$ cat config.mk
export PLATFORM = sky130hd
export DESIGN_NAME = hazard_unit_flat
export DESIGN_NICKNAME = d
export VERILOG_FILES = /design/src/logic/cpu_cfg.svh /design/src/logic/cpu_pkg.sv /design/src/logic/hazard_if.sv /design/src/logic/hazard_unit.sv /design/src/flat_wrapper.sv
export SDC_FILE = /design/constraint.sdc
export NUM_CORES = 1
export LEC_CHECK = 0
export BUFFER_PORTS_ARGS = -buffer_cell sky130_fd_sc_hd__buf_2
export CAP_MARGIN = 20
export CELL_PAD_IN_SITES_DETAIL_PLACEMENT = 1
export CELL_PAD_IN_SITES_GLOBAL_PLACEMENT = 1
export CORE_MARGIN = 4
export CORE_UTILIZATION = 22
export DETAILED_ROUTE_END_ITERATION = 10
export GPL_TIMING_DRIVEN = 1
export PLACE_DENSITY = 0.76
export SYNTH_ARGS = -nofsm -noshare
export SYNTH_HDL_FRONTEND = slang
export SYNTH_SLANG_ARGS = --single-unit
$ cat constraint.sdc
create_clock -name vclk -period 1
set_input_delay 0.05 -clock vclk [all_inputs]
set_output_delay 0.05 -clock vclk [all_outputs]
set_load 0.01 [all_outputs]
$ cat src/logic/cpu_cfg.svh
`ifndef CPU_CFG_SVH
`define CPU_CFG_SVH

//////////////////////////////
// Memory sizes

// Instruction RAM depth in words
`define CPU_IMEM_DEPTH 256

// Data RAM depth in words
`define CPU_DMEM_DEPTH 256

//////////////////////////////
// Reset state

// First fetch address
`define CPU_RESET_PC 32'h0000_0000

`endif

$ cat src/logic/cpu_pkg.sv
package cpu_pkg;

	typedef logic [31:0] word_t;
	typedef logic [4:0]  reg_addr_t;
	typedef logic [5:0]  opcode_t;
	typedef logic [5:0]  funct_t;
	typedef logic [2:0]  alu_sel_t;
	typedef logic [1:0]  fwd_sel_t;

	// Primary opcodes
	localparam opcode_t OP_RTYPE = 6'h00;
	localparam opcode_t OP_J     = 6'h02;
	localparam opcode_t OP_BEQ   = 6'h04;
	localparam opcode_t OP_ADDI  = 6'h08;
	localparam opcode_t OP_LW    = 6'h23;
	localparam opcode_t OP_SW    = 6'h2b;

	// R-type function codes
	localparam funct_t FN_ADD = 6'h20;
	localparam funct_t FN_SUB = 6'h22;
	localparam funct_t FN_AND = 6'h24;
	localparam funct_t FN_OR  = 6'h25;
	localparam funct_t FN_SLT = 6'h2a;

	// ALU operations
	localparam alu_sel_t ALU_ADD = 3'd0;
	localparam alu_sel_t ALU_SUB = 3'd1;
	localparam alu_sel_t ALU_AND = 3'd2;
	localparam alu_sel_t ALU_OR  = 3'd3;
	localparam alu_sel_t ALU_SLT = 3'd4;

	// Operand sources in execute
	localparam fwd_sel_t FWD_RF    = 2'd0;
	localparam fwd_sel_t FWD_EXMEM = 2'd1;
	localparam fwd_sel_t FWD_MEMWB = 2'd2;

endpackage

$ cat src/logic/hazard_if.sv
interface hazard_if
	import cpu_pkg::*;
(
	input logic i_clk,
	input logic i_rst_n
);

	// Sources of the instruction in decode, zero when unused
	reg_addr_t ifid_rs;
	reg_addr_t ifid_rt;

	// Instruction in execute
	reg_addr_t idex_rs;
	reg_addr_t idex_rt;
	logic      idex_load;

	// Older instructions still holding a result
	reg_addr_t exmem_rd;
	logic      exmem_we;
	reg_addr_t memwb_rd;
	logic      memwb_we;

	// Hazard unit decisions
	fwd_sel_t  forward_a;
	fwd_sel_t  forward_b;
	logic      stall;

	modport decode (output ifid_rs, ifid_rt, idex_rs, idex_rt, idex_load, input stall);

	modport execute (output exmem_rd, exmem_we, input forward_a, forward_b);

	modport memory (output memwb_rd, memwb_we);

	modport unit (
		input  i_clk, i_rst_n,
		input  ifid_rs, ifid_rt, idex_rs, idex_rt, idex_load,
		input  exmem_rd, exmem_we, memwb_rd, memwb_we,
		output forward_a, forward_b, stall
	);

endinterface

$ cat src/logic/hazard_unit.sv
module hazard_unit
	import cpu_pkg::*;
(
	hazard_if.unit hz
);

	// Youngest matching producer wins
	function automatic fwd_sel_t pick_fwd(reg_addr_t src);
		if (hz.exmem_we && hz.exmem_rd != 5'd0 && hz.exmem_rd == src)
			return FWD_EXMEM;
		else if (hz.memwb_we && hz.memwb_rd != 5'd0 && hz.memwb_rd == src)
			return FWD_MEMWB;
		else
			return FWD_RF;
	endfunction

	//////////////////////////////
	// Forwarding

	always_comb
	begin
		hz.forward_a = pick_fwd(hz.idex_rs);
		hz.forward_b = pick_fwd(hz.idex_rt);
	end

	//////////////////////////////
	// Load-use detection

	// Load result is not ready until MEM/WB
	always_comb
	begin
		hz.stall = 1'b0;
		if (hz.idex_load && hz.idex_rt != 5'd0)
		begin
			if (hz.idex_rt == hz.ifid_rs || hz.idex_rt == hz.ifid_rt)
				hz.stall = 1'b1;
		end
	end

	// Bubble in ID/EX clears the condition next cycle
	a_stall_one_cycle: assert property (@(posedge hz.i_clk) disable iff (!hz.i_rst_n)
		hz.stall |=> !hz.stall);

endmodule

$ cat src/flat_wrapper.sv
// flat-port wrapper written by rule: the top's interface ports become plain ports
module hazard_unit_flat import cpu_pkg::*;
  (i_clk, i_rst_n, hz_ifid_rs, hz_ifid_rt, hz_idex_rs, hz_idex_rt, hz_idex_load, hz_exmem_rd, hz_exmem_we, hz_memwb_rd, hz_memwb_we, hz_forward_a, hz_forward_b, hz_stall);
  hazard_if hz_i (.i_clk(i_clk), .i_rst_n(i_rst_n));
  input wire logic i_clk;
  input wire logic i_rst_n;
  input wire logic [$bits(hz_i.ifid_rs)-1:0] hz_ifid_rs;
  input wire logic [$bits(hz_i.ifid_rt)-1:0] hz_ifid_rt;
  input wire logic [$bits(hz_i.idex_rs)-1:0] hz_idex_rs;
  input wire logic [$bits(hz_i.idex_rt)-1:0] hz_idex_rt;
  input wire logic [$bits(hz_i.idex_load)-1:0] hz_idex_load;
  input wire logic [$bits(hz_i.exmem_rd)-1:0] hz_exmem_rd;
  input wire logic [$bits(hz_i.exmem_we)-1:0] hz_exmem_we;
  input wire logic [$bits(hz_i.memwb_rd)-1:0] hz_memwb_rd;
  input wire logic [$bits(hz_i.memwb_we)-1:0] hz_memwb_we;
  output wire logic [$bits(hz_i.forward_a)-1:0] hz_forward_a;
  output wire logic [$bits(hz_i.forward_b)-1:0] hz_forward_b;
  output wire logic [$bits(hz_i.stall)-1:0] hz_stall;
  assign hz_i.ifid_rs = hz_ifid_rs;
  assign hz_i.ifid_rt = hz_ifid_rt;
  assign hz_i.idex_rs = hz_idex_rs;
  assign hz_i.idex_rt = hz_idex_rt;
  assign hz_i.idex_load = hz_idex_load;
  assign hz_i.exmem_rd = hz_exmem_rd;
  assign hz_i.exmem_we = hz_exmem_we;
  assign hz_i.memwb_rd = hz_memwb_rd;
  assign hz_i.memwb_we = hz_memwb_we;
  assign hz_forward_a = hz_i.forward_a;
  assign hz_forward_b = hz_i.forward_b;
  assign hz_stall = hz_i.stall;
  hazard_unit u_core (.hz(hz_i));
endmodule
Word-level counts from Yosys, hierarchy flattened
Index checks and enable logic that the tools add are counted.
Word-level totals
  register bits: 0
  latch bits: 0
  bits in writable memories: 0
  bits in read-only memories: 0
  bits of input ports: 35
  output and inout port bits: 5
  word-level logic and storage cells: 23
  memories: 0
Operators by class
  $add $sub $neg: 0
  $mul: 0
  div/mod/pow operators: 0
  order comparisons: 0
  eq/ne operators: 6
  shift-type cells: 0
  multiplexer cells: 6
  bitwise operators: 0
  reduce and logical (&&, ||, !) cells: 11
Operator list (count)
  $eq A5 B5 Y1: 6
  $reduce_bool A5 Y1: 3
  $mux W2: 4
  $logic_and A1 B1 Y1: 7
  $mux W1: 2
  $logic_or A1 B1 Y1: 1

Logic depth before layout (Yosys ltp)
  depth after elaboration: 5
  mapped depth: 5
  mapped depth without buffers: 4

Worst setup path after synthesis
OpenSTA, ideal clock, no wires.
  kind: input to output
  from: in hz_exmem_rd[4]
  to: out hz_forward_a[1]
  arrival time: 1.206 ns
  path slack: -0.256 ns
  stages on the path: 4
  cell sequence: or4_1 > o21ai_2 > nor4_2 > nor4_2
On the way
  word-level cells in the longest chain between the ends: 4
Ends and longest elaborated chain
  start: declaration: line flat_wrapper.sv:12  | input wire logic [$bits(hz_i.exmem_rd)-1:0] hz_exmem_rd;
  $reduce_bool A5 Y1: line hazard_unit.sv:9  | if (hz.exmem_we && hz.exmem_rd != 5'd0 && hz.exmem_rd == src)
  $logic_and A1 B1 Y1: line hazard_unit.sv:9
  $logic_and A1 B1 Y1 (*): line hazard_unit.sv:9
  $mux W2 (*): line hazard_unit.sv:9
  end: declaration: line flat_wrapper.sv:16  | output wire logic [$bits(hz_i.forward_a)-1:0] hz_forward_a;
Every way passes the cells marked *; elsewhere a longest branch is shown, timed or not.

Final worst setup path
Same ends and word-level chain as after synthesis.

==> impl_metrics.ini <==
[sta]
worst_slew_pin_slew_ns = 0.485
slew_headroom_pct = 67.4
setup_viol = 5
fin_crit_sh_pct = 137
setup_ws_ns = -0.367
rsz0062_at_grt = true
drv_slew = 0
hold_viol = 0
hold_slack_ns = 0.426
fin_crit_ns = 1.37
max_freq_mhz = 732
setup_tns_ns = -1.31

[power]
powerDensity_mw_per_mm2 = 430
power.leakage_nw = 0.417
power_w = 0.000392
ir_drop_v = 0.000150

[logic_synthesis]
syn_avg_cell_area_um2 = 7.83
netlist_instances = 54
synth_top_area_share_pct = 41.4
syn-num-nets = 89
yosys_warnings = 0
ys_seq_area_share_pct = 0
synth.area.top_cells = xor2_1, xnor2_1, nor4_2
yosys.area.top_type = xor2_1
syn_area_um2 = 423
yosysUniqueCellTypes = 11

[floorplan]
initial_utilization_pct = 23.7
die_w_um = 51.8
io_pins = 40
core-area_mm2 = 0.00178
num_rows = 15
dieArea_mm2 = 0.00269
die_y_um = 51.8

[global_route]
grt.total_usage_pct = 15.0
grt_max_degree = 6
overflow = 0
grt_pass1_wl_um = 3050
grt_pass1_vias = 664
antenna_found_initial = 0

[finish]
layout.cells.most_common = buf_2
nFlopsAndLatches = 0
layout.nets = 143
drive_gt1_share_pct = 67.0
area_delta_synth_final_pct = 116
multiInputGateArea_um2 = 478
antennaDiodeCount = 0
clkbuf_count = 0
regArea_um2 = 0
layout_common_cells = buf_2, xor2_1, buf_4
fill_cells = 222
design_area_um2 = 913

[detailed_routing]
post_drt_wl_per_cell_um = 18.1
routed_wl_um = 2370
drc = 0
num_vias = 615
postRouteAntennaNets = 0
vias_per_cell = 4.69
dr.pass1.iters = 4
drt-initial-drc-count = 7

[critical_path]
critPathMaxFanout = 2
critPathRequiredTime_ns = 0.95
critical_path_arrival_ns = 1.32
cp-start-kind = primary input
endpoint_kind = primary output
path_class = primary input to primary output

[placement]
hpwl_um = 1670
place_congestion = 0.697
place_area_um2 = 758
io_buffers = 38

[job]
drv_cap = 0

[min_path]
hp-class = primary input to primary output

[outcome]
failed_checks = setup timing
status = complete, but fails checks

[cts]
ctsHoldBuffers = 0
[cell type report]
type | instances | area share [%]
repair buffers | 57 | 44.2
multi-input cells | 49 | 52.3
well taps | 25 | 3.42
[stage by stage]
step           std cells  utilization [%]  worst slack (ns)
2_1_floorplan         54                -            -0.202
3_3_place_gp         128             42.5            -0.363
3_5_place_dp         128             42.5            -0.402
4_1_cts              131             47.7            -0.340
5_1_grt              131             51.2            -0.404
6_report             131             51.2            -0.367
[power by group]
part	internal [W]	switching, W
combinational	0.000211	0.000182
clock	0	0
sequential	0	0
[routing by layer]
metal | global-route usage [%] | share of wire, % | vias up | routed length (um)
li1 | - | - | 290 | -
met1 | 14.9 | 37 | 292 | 874
met2 | 33.1 | 55 | 29 | 1310
met3 | 0.860 | 5.6 | 4 | 132
met4 | 1.75 | 2.2 | 0 | 51
met5 | 0 | 0 | - | 0
[cell families (layout without fill, tap and decap cells)]
| logic type | count (synthesis) | in the layout | share of synthesized area, % |
|---|---|---|---|
| buffers and inverters | 5 | 57 | 4.44 |
| XOR/XNOR | 30 | 30 | 62.1 |
| AO/OA/AOI/OAI | 4 | 4 | 5.62 |
| AND/OR/NAND/NOR | 15 | 15 | 27.8 |
[final timing paths]
check	start	endpoint	slack, ns	cells after the start
max	hz_exmem_rd[4]	hz_forward_a[1]	-0.37	6
min	hz_idex_load	hz_stall	0.43	4
[worst max-delay path, stage by stage]
cell and delay [ns]:
buf_6 0.09, or4_4 0.54, o21ai_4 0.22, nor4_2 0.12
nor4_4 0.13, buf_2 0.17
[cell usage after synthesis]
cell and number:
nor4_2 4, xnor2_1 10, a21oi_1 1, nor3_1 2
nand3_1 4, o21ai_1 1, xor2_1 20, o21ai_2 1
o21ai_0 1, or4_1 5, clkbuf_1 5
[repair_timing]
action,in CTS,in global routing
setup endpoints to repair,5,5
pin swaps,5,9
gates cloned,0,0
buffers inserted,3,1
gates resized for setup,15,13
No activity file was read; power rests on OpenSTA's default activity.
