<file path="config.mk">
export PLATFORM = sky130hd
export DESIGN_NAME = execute_stage_flat
export DESIGN_NICKNAME = d
export VERILOG_FILES = /design/src/logic/cpu_cfg.svh /design/src/logic/cpu_pkg.sv /design/src/logic/hazard_if.sv /design/src/logic/execute_stage.sv /design/src/flat_wrapper.sv
export SDC_FILE = /design/constraint.sdc
export NUM_CORES = 1
export LEC_CHECK = 0
export ABC_AREA = 1
export BUFFER_PORTS_ARGS = -buffer_cell sky130_fd_sc_hd__buf_4
export CAP_MARGIN = 10
export CORE_MARGIN = 2
export CORE_UTILIZATION = 50
export CTS_BUF_LIST = sky130_fd_sc_hd__clkbuf_16
export DETAILED_ROUTE_END_ITERATION = 7
export GPL_ROUTABILITY_DRIVEN = 0
export GPL_TIMING_DRIVEN = 0
export PLACE_DENSITY = 0.77
export SLEW_MARGIN = 30
export SYNTH_ARGS = -nofsm -noshare
export SYNTH_HDL_FRONTEND = slang
export SYNTH_SLANG_ARGS = --single-unit
</file>
<file path="constraint.sdc">
create_clock -name i_clk -period 4.1 [get_ports i_clk]
set_clock_uncertainty 0.1 [all_clocks]
set_input_delay 0.615 -clock i_clk [delete_from_list [all_inputs] [get_ports i_clk]]
set_output_delay 0.615 -clock i_clk [all_outputs]
set_load 0.03 [all_outputs]
</file>
<file path="src/logic/cpu_cfg.svh">
`ifndef CPU_CFG_SVH
`define CPU_CFG_SVH

//////////////////////////////
// Memory sizes

// Instruction RAM depth in words
`define CPU_IMEM_DEPTH 256

// Data RAM depth in words
`define CPU_DMEM_DEPTH 256

//////////////////////////////
// Reset state

// First fetch address
`define CPU_RESET_PC 32'h0000_0000

`endif

</file>
<file path="src/logic/cpu_pkg.sv">
package cpu_pkg;

	typedef logic [31:0] word_t;
	typedef logic [4:0]  reg_addr_t;
	typedef logic [5:0]  opcode_t;
	typedef logic [5:0]  funct_t;
	typedef logic [2:0]  alu_sel_t;
	typedef logic [1:0]  fwd_sel_t;

	// Primary opcodes
	localparam opcode_t OP_RTYPE = 6'h00;
	localparam opcode_t OP_J     = 6'h02;
	localparam opcode_t OP_BEQ   = 6'h04;
	localparam opcode_t OP_ADDI  = 6'h08;
	localparam opcode_t OP_LW    = 6'h23;
	localparam opcode_t OP_SW    = 6'h2b;

	// R-type function codes
	localparam funct_t FN_ADD = 6'h20;
	localparam funct_t FN_SUB = 6'h22;
	localparam funct_t FN_AND = 6'h24;
	localparam funct_t FN_OR  = 6'h25;
	localparam funct_t FN_SLT = 6'h2a;

	// ALU operations
	localparam alu_sel_t ALU_ADD = 3'd0;
	localparam alu_sel_t ALU_SUB = 3'd1;
	localparam alu_sel_t ALU_AND = 3'd2;
	localparam alu_sel_t ALU_OR  = 3'd3;
	localparam alu_sel_t ALU_SLT = 3'd4;

	// Operand sources in execute
	localparam fwd_sel_t FWD_RF    = 2'd0;
	localparam fwd_sel_t FWD_EXMEM = 2'd1;
	localparam fwd_sel_t FWD_MEMWB = 2'd2;

endpackage

</file>
<file path="src/logic/hazard_if.sv">
interface hazard_if
	import cpu_pkg::*;
(
	input logic i_clk,
	input logic i_rst_n
);

	// Sources of the instruction in decode, zero when unused
	reg_addr_t ifid_rs;
	reg_addr_t ifid_rt;

	// Instruction in execute
	reg_addr_t idex_rs;
	reg_addr_t idex_rt;
	logic      idex_load;

	// Older instructions still holding a result
	reg_addr_t exmem_rd;
	logic      exmem_we;
	reg_addr_t memwb_rd;
	logic      memwb_we;

	// Hazard unit decisions
	fwd_sel_t  forward_a;
	fwd_sel_t  forward_b;
	logic      stall;

	modport decode (output ifid_rs, ifid_rt, idex_rs, idex_rt, idex_load, input stall);

	modport execute (output exmem_rd, exmem_we, input forward_a, forward_b);

	modport memory (output memwb_rd, memwb_we);

	modport unit (
		input  i_clk, i_rst_n,
		input  ifid_rs, ifid_rt, idex_rs, idex_rt, idex_load,
		input  exmem_rd, exmem_we, memwb_rd, memwb_we,
		output forward_a, forward_b, stall
	);

endinterface

</file>
<file path="src/logic/execute_stage.sv">
module execute_stage
	import cpu_pkg::*;
(
	input  logic      i_clk,
	input  logic      i_rst_n,
	input  word_t     i_rs_data,
	input  word_t     i_rt_data,
	input  word_t     i_imm,
	input  reg_addr_t i_rt,
	input  reg_addr_t i_rd,
	input  alu_sel_t  i_alu_sel,
	input  logic      i_reg_write,
	input  logic      i_mem_read,
	input  logic      i_mem_write,
	input  logic      i_branch_op,
	input  logic      i_alu_src,
	input  logic      i_reg_dst,
	input  word_t     i_pc_plus4,
	input  logic      i_branch,
	input  word_t     i_fwd_mem_data,
	input  word_t     i_wb_data,
	hazard_if.execute hz,
	output word_t     o_result,
	output word_t     o_store_data,
	output logic      o_zero,
	output word_t     o_branch_target,
	output reg_addr_t o_dest,
	output logic      o_reg_write,
	output logic      o_mem_read,
	output logic      o_mem_write,
	output logic      o_branch_op
);

	word_t op_a, fwd_b, op_b, alu_out;

	// Forwarding muxes
	always_comb
	begin
		case (hz.forward_a)
			FWD_EXMEM: op_a = i_fwd_mem_data;
			FWD_MEMWB: op_a = i_wb_data;
			default:   op_a = i_rs_data;
		endcase
		case (hz.forward_b)
			FWD_EXMEM: fwd_b = i_fwd_mem_data;
			FWD_MEMWB: fwd_b = i_wb_data;
			default:   fwd_b = i_rt_data;
		endcase
	end

	assign op_b = i_alu_src ? i_imm : fwd_b;

	always_comb
	begin
		case (i_alu_sel)
			ALU_SUB: alu_out = op_a - op_b;
			ALU_AND: alu_out = op_a & op_b;
			ALU_OR:  alu_out = op_a | op_b;
			ALU_SLT: alu_out = {31'd0, $signed(op_a) < $signed(op_b)};
			default: alu_out = op_a + op_b;
		endcase
	end

	//////////////////////////////
	// EX/MEM register

	always_ff @(posedge i_clk)
	begin
		if (!i_rst_n || i_branch)
			{o_reg_write, o_mem_read, o_mem_write, o_branch_op} <= '0;
		else
			{o_reg_write, o_mem_read, o_mem_write, o_branch_op} <=
				{i_reg_write, i_mem_read, i_mem_write, i_branch_op};
	end

	always_ff @(posedge i_clk)
	begin
		o_result        <= alu_out;
		o_store_data    <= fwd_b;
		o_zero          <= (alu_out == '0);
		o_branch_target <= i_pc_plus4 + (i_imm << 2);
		o_dest          <= i_reg_dst ? i_rd : i_rt;
	end

	assign hz.exmem_rd = o_dest;
	assign hz.exmem_we = o_reg_write;

endmodule

</file>
<file path="src/flat_wrapper.sv">
// flat-port wrapper written by rule: the top's interface ports become plain ports
module execute_stage_flat import cpu_pkg::*;
  (i_clk, i_rst_n, i_rs_data, i_rt_data, i_imm, i_rt, i_rd, i_alu_sel, i_reg_write, i_mem_read, i_mem_write, i_branch_op, i_alu_src, i_reg_dst, i_pc_plus4, i_branch, i_fwd_mem_data, i_wb_data, o_result, o_store_data, o_zero, o_branch_target, o_dest, o_reg_write, o_mem_read, o_mem_write, o_branch_op, hz_exmem_rd, hz_exmem_we, hz_forward_a, hz_forward_b);
  hazard_if hz_i (.i_clk(i_clk), .i_rst_n(i_rst_n));
  input  logic i_clk;
  input  logic i_rst_n;
  input  word_t i_rs_data;
  input  word_t i_rt_data;
  input  word_t i_imm;
  input  reg_addr_t i_rt;
  input  reg_addr_t i_rd;
  input  alu_sel_t i_alu_sel;
  input  logic i_reg_write;
  input  logic i_mem_read;
  input  logic i_mem_write;
  input  logic i_branch_op;
  input  logic i_alu_src;
  input  logic i_reg_dst;
  input  word_t i_pc_plus4;
  input  logic i_branch;
  input  word_t i_fwd_mem_data;
  input  word_t i_wb_data;
  output word_t o_result;
  output word_t o_store_data;
  output logic o_zero;
  output word_t o_branch_target;
  output reg_addr_t o_dest;
  output logic o_reg_write;
  output logic o_mem_read;
  output logic o_mem_write;
  output logic o_branch_op;
  output wire logic [$bits(hz_i.exmem_rd)-1:0] hz_exmem_rd;
  output wire logic [$bits(hz_i.exmem_we)-1:0] hz_exmem_we;
  input wire logic [$bits(hz_i.forward_a)-1:0] hz_forward_a;
  input wire logic [$bits(hz_i.forward_b)-1:0] hz_forward_b;
  assign hz_exmem_rd = hz_i.exmem_rd;
  assign hz_exmem_we = hz_i.exmem_we;
  assign hz_i.forward_a = hz_forward_a;
  assign hz_i.forward_b = hz_forward_b;
  execute_stage u_core (.i_clk(i_clk), .i_rst_n(i_rst_n), .i_rs_data(i_rs_data), .i_rt_data(i_rt_data), .i_imm(i_imm), .i_rt(i_rt), .i_rd(i_rd), .i_alu_sel(i_alu_sel), .i_reg_write(i_reg_write), .i_mem_read(i_mem_read), .i_mem_write(i_mem_write), .i_branch_op(i_branch_op), .i_alu_src(i_alu_src), .i_reg_dst(i_reg_dst), .i_pc_plus4(i_pc_plus4), .i_branch(i_branch), .i_fwd_mem_data(i_fwd_mem_data), .i_wb_data(i_wb_data), .hz(hz_i), .o_result(o_result), .o_store_data(o_store_data), .o_zero(o_zero), .o_branch_target(o_branch_target), .o_dest(o_dest), .o_reg_write(o_reg_write), .o_mem_read(o_mem_read), .o_mem_write(o_mem_write), .o_branch_op(o_branch_op));
endmodule
</file>
# == Word level (Yosys, flattened, before mapping) ==
# Index checks and enable logic that the tools add are counted.
# totals
reg_bits,106
elab_cells,31
inputBits,218
output_inout_bits,112
# classes
n_mux,5
reduce_logical,3
n_addsub,3
n_eq_ne,8
bitwise_logic,2
magnitude_cmp,1
# ops
operator,count
one-hot mux 32 bit (2 select lines),2
one-hot mux 32 bit (4 select lines),1
adder 32 bit,2
bitwise AND 32 bit,1
logical NOT 32 bit,1
< comparator 32 bit,1
2-to-1 mux 32 bit,1
OR 32 bit,1
subtractor 32 bit,1
equality test 3 x 2 -> 1 bit (second input constant),2
2-to-1 mux 5 bit,1
equality test 2 x 1 -> 1 bit (second input constant),2
equality test 2 bit (second input constant),2
equality test 3 x 1 -> 1 bit (second input constant),1
equality test 3 bit (second input constant),1
logical NOT 1 bit,1
logical OR 1 bit,1

# == Longest topological paths before layout ==
# logic_depth
word_depth,6
depth_mapped,28
mapped_depth_nobuf,26

# == Worst setup path before layout ==
# No wires, ideal clock.
# synth_timing
path_kind,input port to flip-flop
startpoint,input port hz_forward_b[0]
endpoint,register u_core.o_zero
n_path_buf,2
cell_stages,27
required_ns,3.936
t_arrival_ns,3.680
setup_time_ns,0.064
path_slack_ns,0.256
path_cell_list,inv_1 > ha_1 > clkbuf_1 > inv_1 > clkbuf_1 > nor2_1 > a21oi_1 > o21ai_0 > inv_1 > fa_1 > inv_1 > nand2_1 > nand2_1 > nand3_1 > nand2_1 > nand2_1 > nand2_1 > nand2_1 > nand3_1 > nand2_1 > nand2_1 > nand2_1 > nor2_1 > nand2_1 > nor2_1 > nand3_1 > nor2_1
# synth_via
elab_chain_cells,6
word_cells_on_any_way,11
classes_between,2 x add/sub; 1 x order compare; 2 x eq/ne; 3 x mux; 2 x bitwise; 1 x reduce/logical
# synth_lines
item,line_no,rtl
from (decl),flat_wrapper.sv:35,input wire logic [$bits(hz_i.forward_b)-1:0] hz_forward_b;
equality test 2 bit or equality test 2 x 1 -> 1 bit (tied branches),execute_stage.sv:44,case (hz.forward_b)
one-hot mux 32 bit (2 select lines) (*),execute_stage.sv:44,
named net u_core.fwd_b[1],execute_stage.sv:34,"word_t op_a, fwd_b, op_b, alu_out;"
2-to-1 mux 32 bit (*),execute_stage.sv:51,assign op_b = i_alu_src ? i_imm : fwd_b;
adder 32 bit (tied with other cells),execute_stage.sv:60,default: alu_out = op_a + op_b;
one-hot mux 32 bit (4 select lines) (*),execute_stage.sv:55,case (i_alu_sel)
logical NOT 32 bit (*),execute_stage.sv:80,o_zero <= (alu_out == '0);
to (signal assigned),execute_stage.sv:80,
to (decl),execute_stage.sv:25,"output logic o_zero,"
# The timed path passes the listed nets; every way through them passes the cells marked *.
# A chain may end at the register's enable or synchronous reset.

# == Worst setup path in the final report ==
# Ends and elaborated chain as after synthesis.

==> results.txt <==
----------------------------------------------------
[Outcome]
  Run status ... finished, violations left
  Failing checks ... DRC

[Detailed routing]
  Drt pass-1 iters ... 8
  Post-route ant nets ... 0
  Via-per-instance ratio ... 5.48
  Met3 routed WL ... 5520 microns
  Routed wire length ... 47,000 microns
  Post-detailed-route DRC marker count ... 1
  Vias ... 14,771
  Starting DRC count in detailed routing ... 1,633
  Met2 wire length ... 21,300 microns
  Wire length per cell ... 17.4 microns
  WL met1 ... 18,100 microns
  Uppermost routed layer ... met4

[Synth]
  Register bit total from synthesis ... 106
  Mapped Nets ... 2,381
  Number of enable-type register cells in the synthesized netlist ... 0
  Distinct cell type count after synthesis ... 44
  Most common flop cell mapped by yosys ... sky130_fd_sc_hd__dfxtp_1
  Area share of the leading cell type in the synthesized netlist ... 17.9%
  Main area contributors after synthesis ... sky130_fd_sc_hd__nand2_1 18%, sky130_fd_sc_hd__dfxtp_1 18%, sky130_fd_sc_hd__ha_1 14%, sky130_fd_sc_hd__inv_1 11%, sky130_fd_sc_hd__a21oi_1 7.0%
  Avg Inst Size Synth ... 5.87 sq um
  Async set-reset flop share out of synthesis ... 0%
  Cell taking the most area after synthesis ... sky130_fd_sc_hd__nand2_1
  Netlist Area Pre-Place ... 11,900 sq um
  Fraction of the yosys area taken by sequential cells ... 17.8%
  Syn Inst Count ... 2,031
  Yosys synthesis warning count ... 0

[STA]
  Final-report hold violation count ... 0
  Final Max Slew Viols ... 0
  Relative slew slack ... 52.2%
  Setup TNS ... 0 ns
  Setup ws final ... 0.174 ns
  Worst hold slack ... 0.239 ns
  Number of failing setup endpoints in the final timing report ... 0
  Worst-margin pin slew ... 0.709 ns
  Min Tclk post-route ... 3.93 ns
  Share of the clock period used by the worst path ... 95.8%
  Fmax ... 255 MHz

[Critical path]
  Setup CP Type ... input pin to register
  Number of buffer and inverter stages on the critical path ... 6
  Startpoint class of the critical path ... input pin
  Worst setup path endpoint ... u_core.o_zero$_DFF_P_
  Worst path top cell family by delay ... simple AND/OR/NAND/NOR gates
  Critical Path Stages ... 25
  Type of destination of the critical path ... register
  Worst setup path start ... hz_forward_b[0]
  Max Fanout on Critical Path ... 10
  Standard cell with the maximum stage delay on the critical path ... sky130_fd_sc_hd__ha_1
  Required time of the critical path ... 4.31 ns
  Most frequent cell on the critical path ... sky130_fd_sc_hd__nand2_1
  Crit path DAT ... 4.14 ns
  Largest stage delay, worst path ... 0.32 ns

[Placement]
  Area of placed instances ... 14,800 sq um
  Detailed placer's ending HPWL ... 39,300 microns
  Setup WS pre-CTS ... -1.17 ns
  Port buffer count ... 327

[Clock tree]
  Clock buffer count from CTS ... 9
  H-Tree Depth ... 3
  Number of buffers on the longest clock path ... 2
  CTS tree ... done
  Clock sink total ... 106
  Hold bufs inserted after CTS ... 0
  Clock transition time at the flip-flop clock pins of the worst setup and hold paths ... 0.09 ns
  CTS Root Cell ... sky130_fd_sc_hd__clkbuf_16

[GRT]
  Number of antenna violations at the first check in global routing ... 0
  Remaining global-route overflow ... 0
  Wire length of the first global-routing pass ... 70,300 microns
  Largest net degree at the start of global routing ... 20
  Number of global-route vias before repair ... 13,424
  Global-route usage over all layers ... 36.2%

[Floorplan]
  IO Pins ... 330
  Core Footprint ... 23,400 sq um
  Die Outline Area ... 25,100 sq um
  Die Y ... 158 microns
  Initial cell density of the core ... 50.9%
  Die W ... 158 microns
  FP Rows ... 56

[Layout]
  Final-stage net count ... 2,721
  Fin area ... 15,300 sq um
  Area Overhead vs Synth ... 28.1%
  Share of cells above drive strength 1 ... 20.7%
  N_diodes ... 0

[Job]
  Max-cap check violation count ... 0

[Pwr]
  Leakage dissipation ... 0.00868 uW
  PD cells ... 384 nW/um^2
  Worst voltage drop across the vdd grid ... 0.275 mV

[Worst hold path]
  Worst hold path type ... input pin to register

----------------------------------------------------
-- metrics by stage --
step                      util [%]  instances  power (uW)
after floorplan                  -       2031        3590
after global placement        63.1       2677        4670
after detailed placement      63.1       2677        4740
after CTS                     64.6       2692        5710
after global routing          65.2       2695        6210
final                         65.2       2695        5850
-- sequential cells by signal, summed over array words and instances (netlist names) --
name	flops
u_core.o_branch_target	32
u_core.o_zero	1
u_core.hz.exmem_rd	5
u_core.o_mem_read	1
u_core.o_mem_write	1
u_core.hz.exmem_we	1
u_core.o_result	32
u_core.o_store_data	32
u_core.o_branch_op	1
-- report_power, final --
group / total (uW) / leakage (uW) / switching, uW / internal (uW)
Combinational: 3590 / 0.00763 / 2370 / 1220
Sequential: 1290 / 0.000893 / 57.1 / 1240
Clock: 969 / 0.000152 / 479 / 490
Total: 5850 / 0.00868 / 2900 / 2950
-- metal layers --
| metal | vias to the layer above | track usage, % |
|---|---|---|
| li1 | 7101 | - |
| met1 | 6594 | 45.8 |
| met2 | 942 | 60.0 |
| met3 | 134 | 7.32 |
| met4 | 0 | 15.2 |
| met5 | - | 0 |
-- cell usage after synthesis (2+ instances only) --
| master | count |
|---|---|
| sky130_fd_sc_hd__nor3_2 | 8 |
| sky130_fd_sc_hd__a21oi_2 | 5 |
| sky130_fd_sc_hd__and2_1 | 5 |
| sky130_fd_sc_hd__nand3_1 | 147 |
| sky130_fd_sc_hd__xnor2_1 | 13 |
| sky130_fd_sc_hd__a211oi_1 | 2 |
| sky130_fd_sc_hd__nand3_2 | 2 |
| sky130_fd_sc_hd__nand4_1 | 15 |
| sky130_fd_sc_hd__nor3_1 | 15 |
| sky130_fd_sc_hd__a21boi_0 | 3 |
| sky130_fd_sc_hd__nand2_2 | 5 |
| sky130_fd_sc_hd__o21a_1 | 2 |
| sky130_fd_sc_hd__nand2_1 | 567 |
| sky130_fd_sc_hd__o21bai_1 | 6 |
| sky130_fd_sc_hd__fa_1 | 3 |
| sky130_fd_sc_hd__o21ai_0 | 101 |
| sky130_fd_sc_hd__o21ai_2 | 2 |
| sky130_fd_sc_hd__ha_1 | 129 |
| sky130_fd_sc_hd__a21boi_1 | 2 |
| sky130_fd_sc_hd__buf_6 | 5 |
| sky130_fd_sc_hd__o22ai_1 | 11 |
| sky130_fd_sc_hd__o211ai_1 | 2 |
| sky130_fd_sc_hd__a21oi_1 | 167 |
| sky130_fd_sc_hd__a31oi_1 | 2 |
| sky130_fd_sc_hd__o21ai_1 | 2 |
| sky130_fd_sc_hd__nor2_2 | 10 |
| sky130_fd_sc_hd__nor2_1 | 188 |
| sky130_fd_sc_hd__dfxtp_1 | 106 |
| sky130_fd_sc_hd__xor2_1 | 16 |
| sky130_fd_sc_hd__nor4_1 | 3 |
| sky130_fd_sc_hd__buf_4 | 17 |
| sky130_fd_sc_hd__a221o_1 | 34 |
| sky130_fd_sc_hd__buf_2 | 21 |
| sky130_fd_sc_hd__inv_2 | 8 |
| sky130_fd_sc_hd__inv_1 | 357 |
| sky130_fd_sc_hd__a21o_1 | 4 |
| sky130_fd_sc_hd__clkbuf_1 | 35 |
| sky130_fd_sc_hd__mux2_2 | 5 |
-- logic make-up (layout without fill, tap and decap cells) --
logic type	after synthesis	in the layout	share of synthesized area, %
simple gates	968	968	33.6
buf+inv	445	790	15.1
flops	106	106	17.8
xor+xnor	29	29	2.13
compound gates	346	346	16.8
mux	5	5	0.473
fa+ha+maj	132	132	14.1
-- worst min-delay path by stage --
stage | from | end | slack, ns | cells past startpoint
2_1_floorplan | i_pc_plus4[0] | u_core.o_branch_target[0]$_DFF_P_ | 0.54 | 0
3_3_place_gp | i_pc_plus4[0] | u_core.o_branch_target[0]$_DFF_P_ | 0.62 | 1
3_5_place_dp | i_pc_plus4[1] | u_core.o_branch_target[1]$_DFF_P_ | 0.62 | 1
4_1_cts | i_pc_plus4[1] | u_core.o_branch_target[1]$_DFF_P_ | 0.24 | 1
5_1_grt | i_pc_plus4[0] | u_core.o_branch_target[0]$_DFF_P_ | 0.23 | 1
6_report | i_pc_plus4[0] | u_core.o_branch_target[0]$_DFF_P_ | 0.24 | 1
-- layout by cell type, fill, tap and decap left out, types with 4 or more instances in the layout --
cell type / count
sky130_fd_sc_hd__nand2_1: 560
sky130_fd_sc_hd__inv_1: 355
sky130_fd_sc_hd__buf_4: 351
sky130_fd_sc_hd__nor2_1: 184
sky130_fd_sc_hd__a21oi_1: 162
sky130_fd_sc_hd__nand3_1: 146
sky130_fd_sc_hd__ha_1: 123
sky130_fd_sc_hd__dfxtp_1: 106
sky130_fd_sc_hd__o21ai_0: 61
sky130_fd_sc_hd__o21ai_1: 37
sky130_fd_sc_hd__a221o_1: 34
sky130_fd_sc_hd__buf_2: 24
sky130_fd_sc_hd__clkbuf_2: 17
sky130_fd_sc_hd__xor2_1: 16
sky130_fd_sc_hd__nor3_1: 15
sky130_fd_sc_hd__nand4_1: 15
sky130_fd_sc_hd__nor2_2: 14
sky130_fd_sc_hd__xnor2_1: 13
sky130_fd_sc_hd__nand2_2: 12
sky130_fd_sc_hd__o22ai_1: 11
sky130_fd_sc_hd__a21oi_2: 10
sky130_fd_sc_hd__inv_2: 10
sky130_fd_sc_hd__clkbuf_1: 9
sky130_fd_sc_hd__clkbuf_16: 9
sky130_fd_sc_hd__nor3_2: 8
sky130_fd_sc_hd__o21ai_2: 7
sky130_fd_sc_hd__buf_6: 6
sky130_fd_sc_hd__o21bai_1: 6
sky130_fd_sc_hd__and2_1: 5
sky130_fd_sc_hd__mux2_2: 5
sky130_fd_sc_hd__a21o_1: 4
-- area by class of cell --
class | instances | area (sq um)
inverters | 366 | 1370
clock inverters | 7 | 82.6
fillers | 2256 | 8140
flip-flops and latches | 106 | 2120
multi-input cells | 1480 | 8110
well taps | 319 | 399
repair buffers | 331 | 2480
clock buffers | 9 | 225
plain buffers | 77 | 464
-- repair_timing --
item                       CTS  global route
cloned                       0             0
buffers inserted             0             4
gates resized for setup     20           110
pin swaps                    0             5
setup endpoints to repair   19             3
Note: power is estimated with default switching activity, not from simulation.
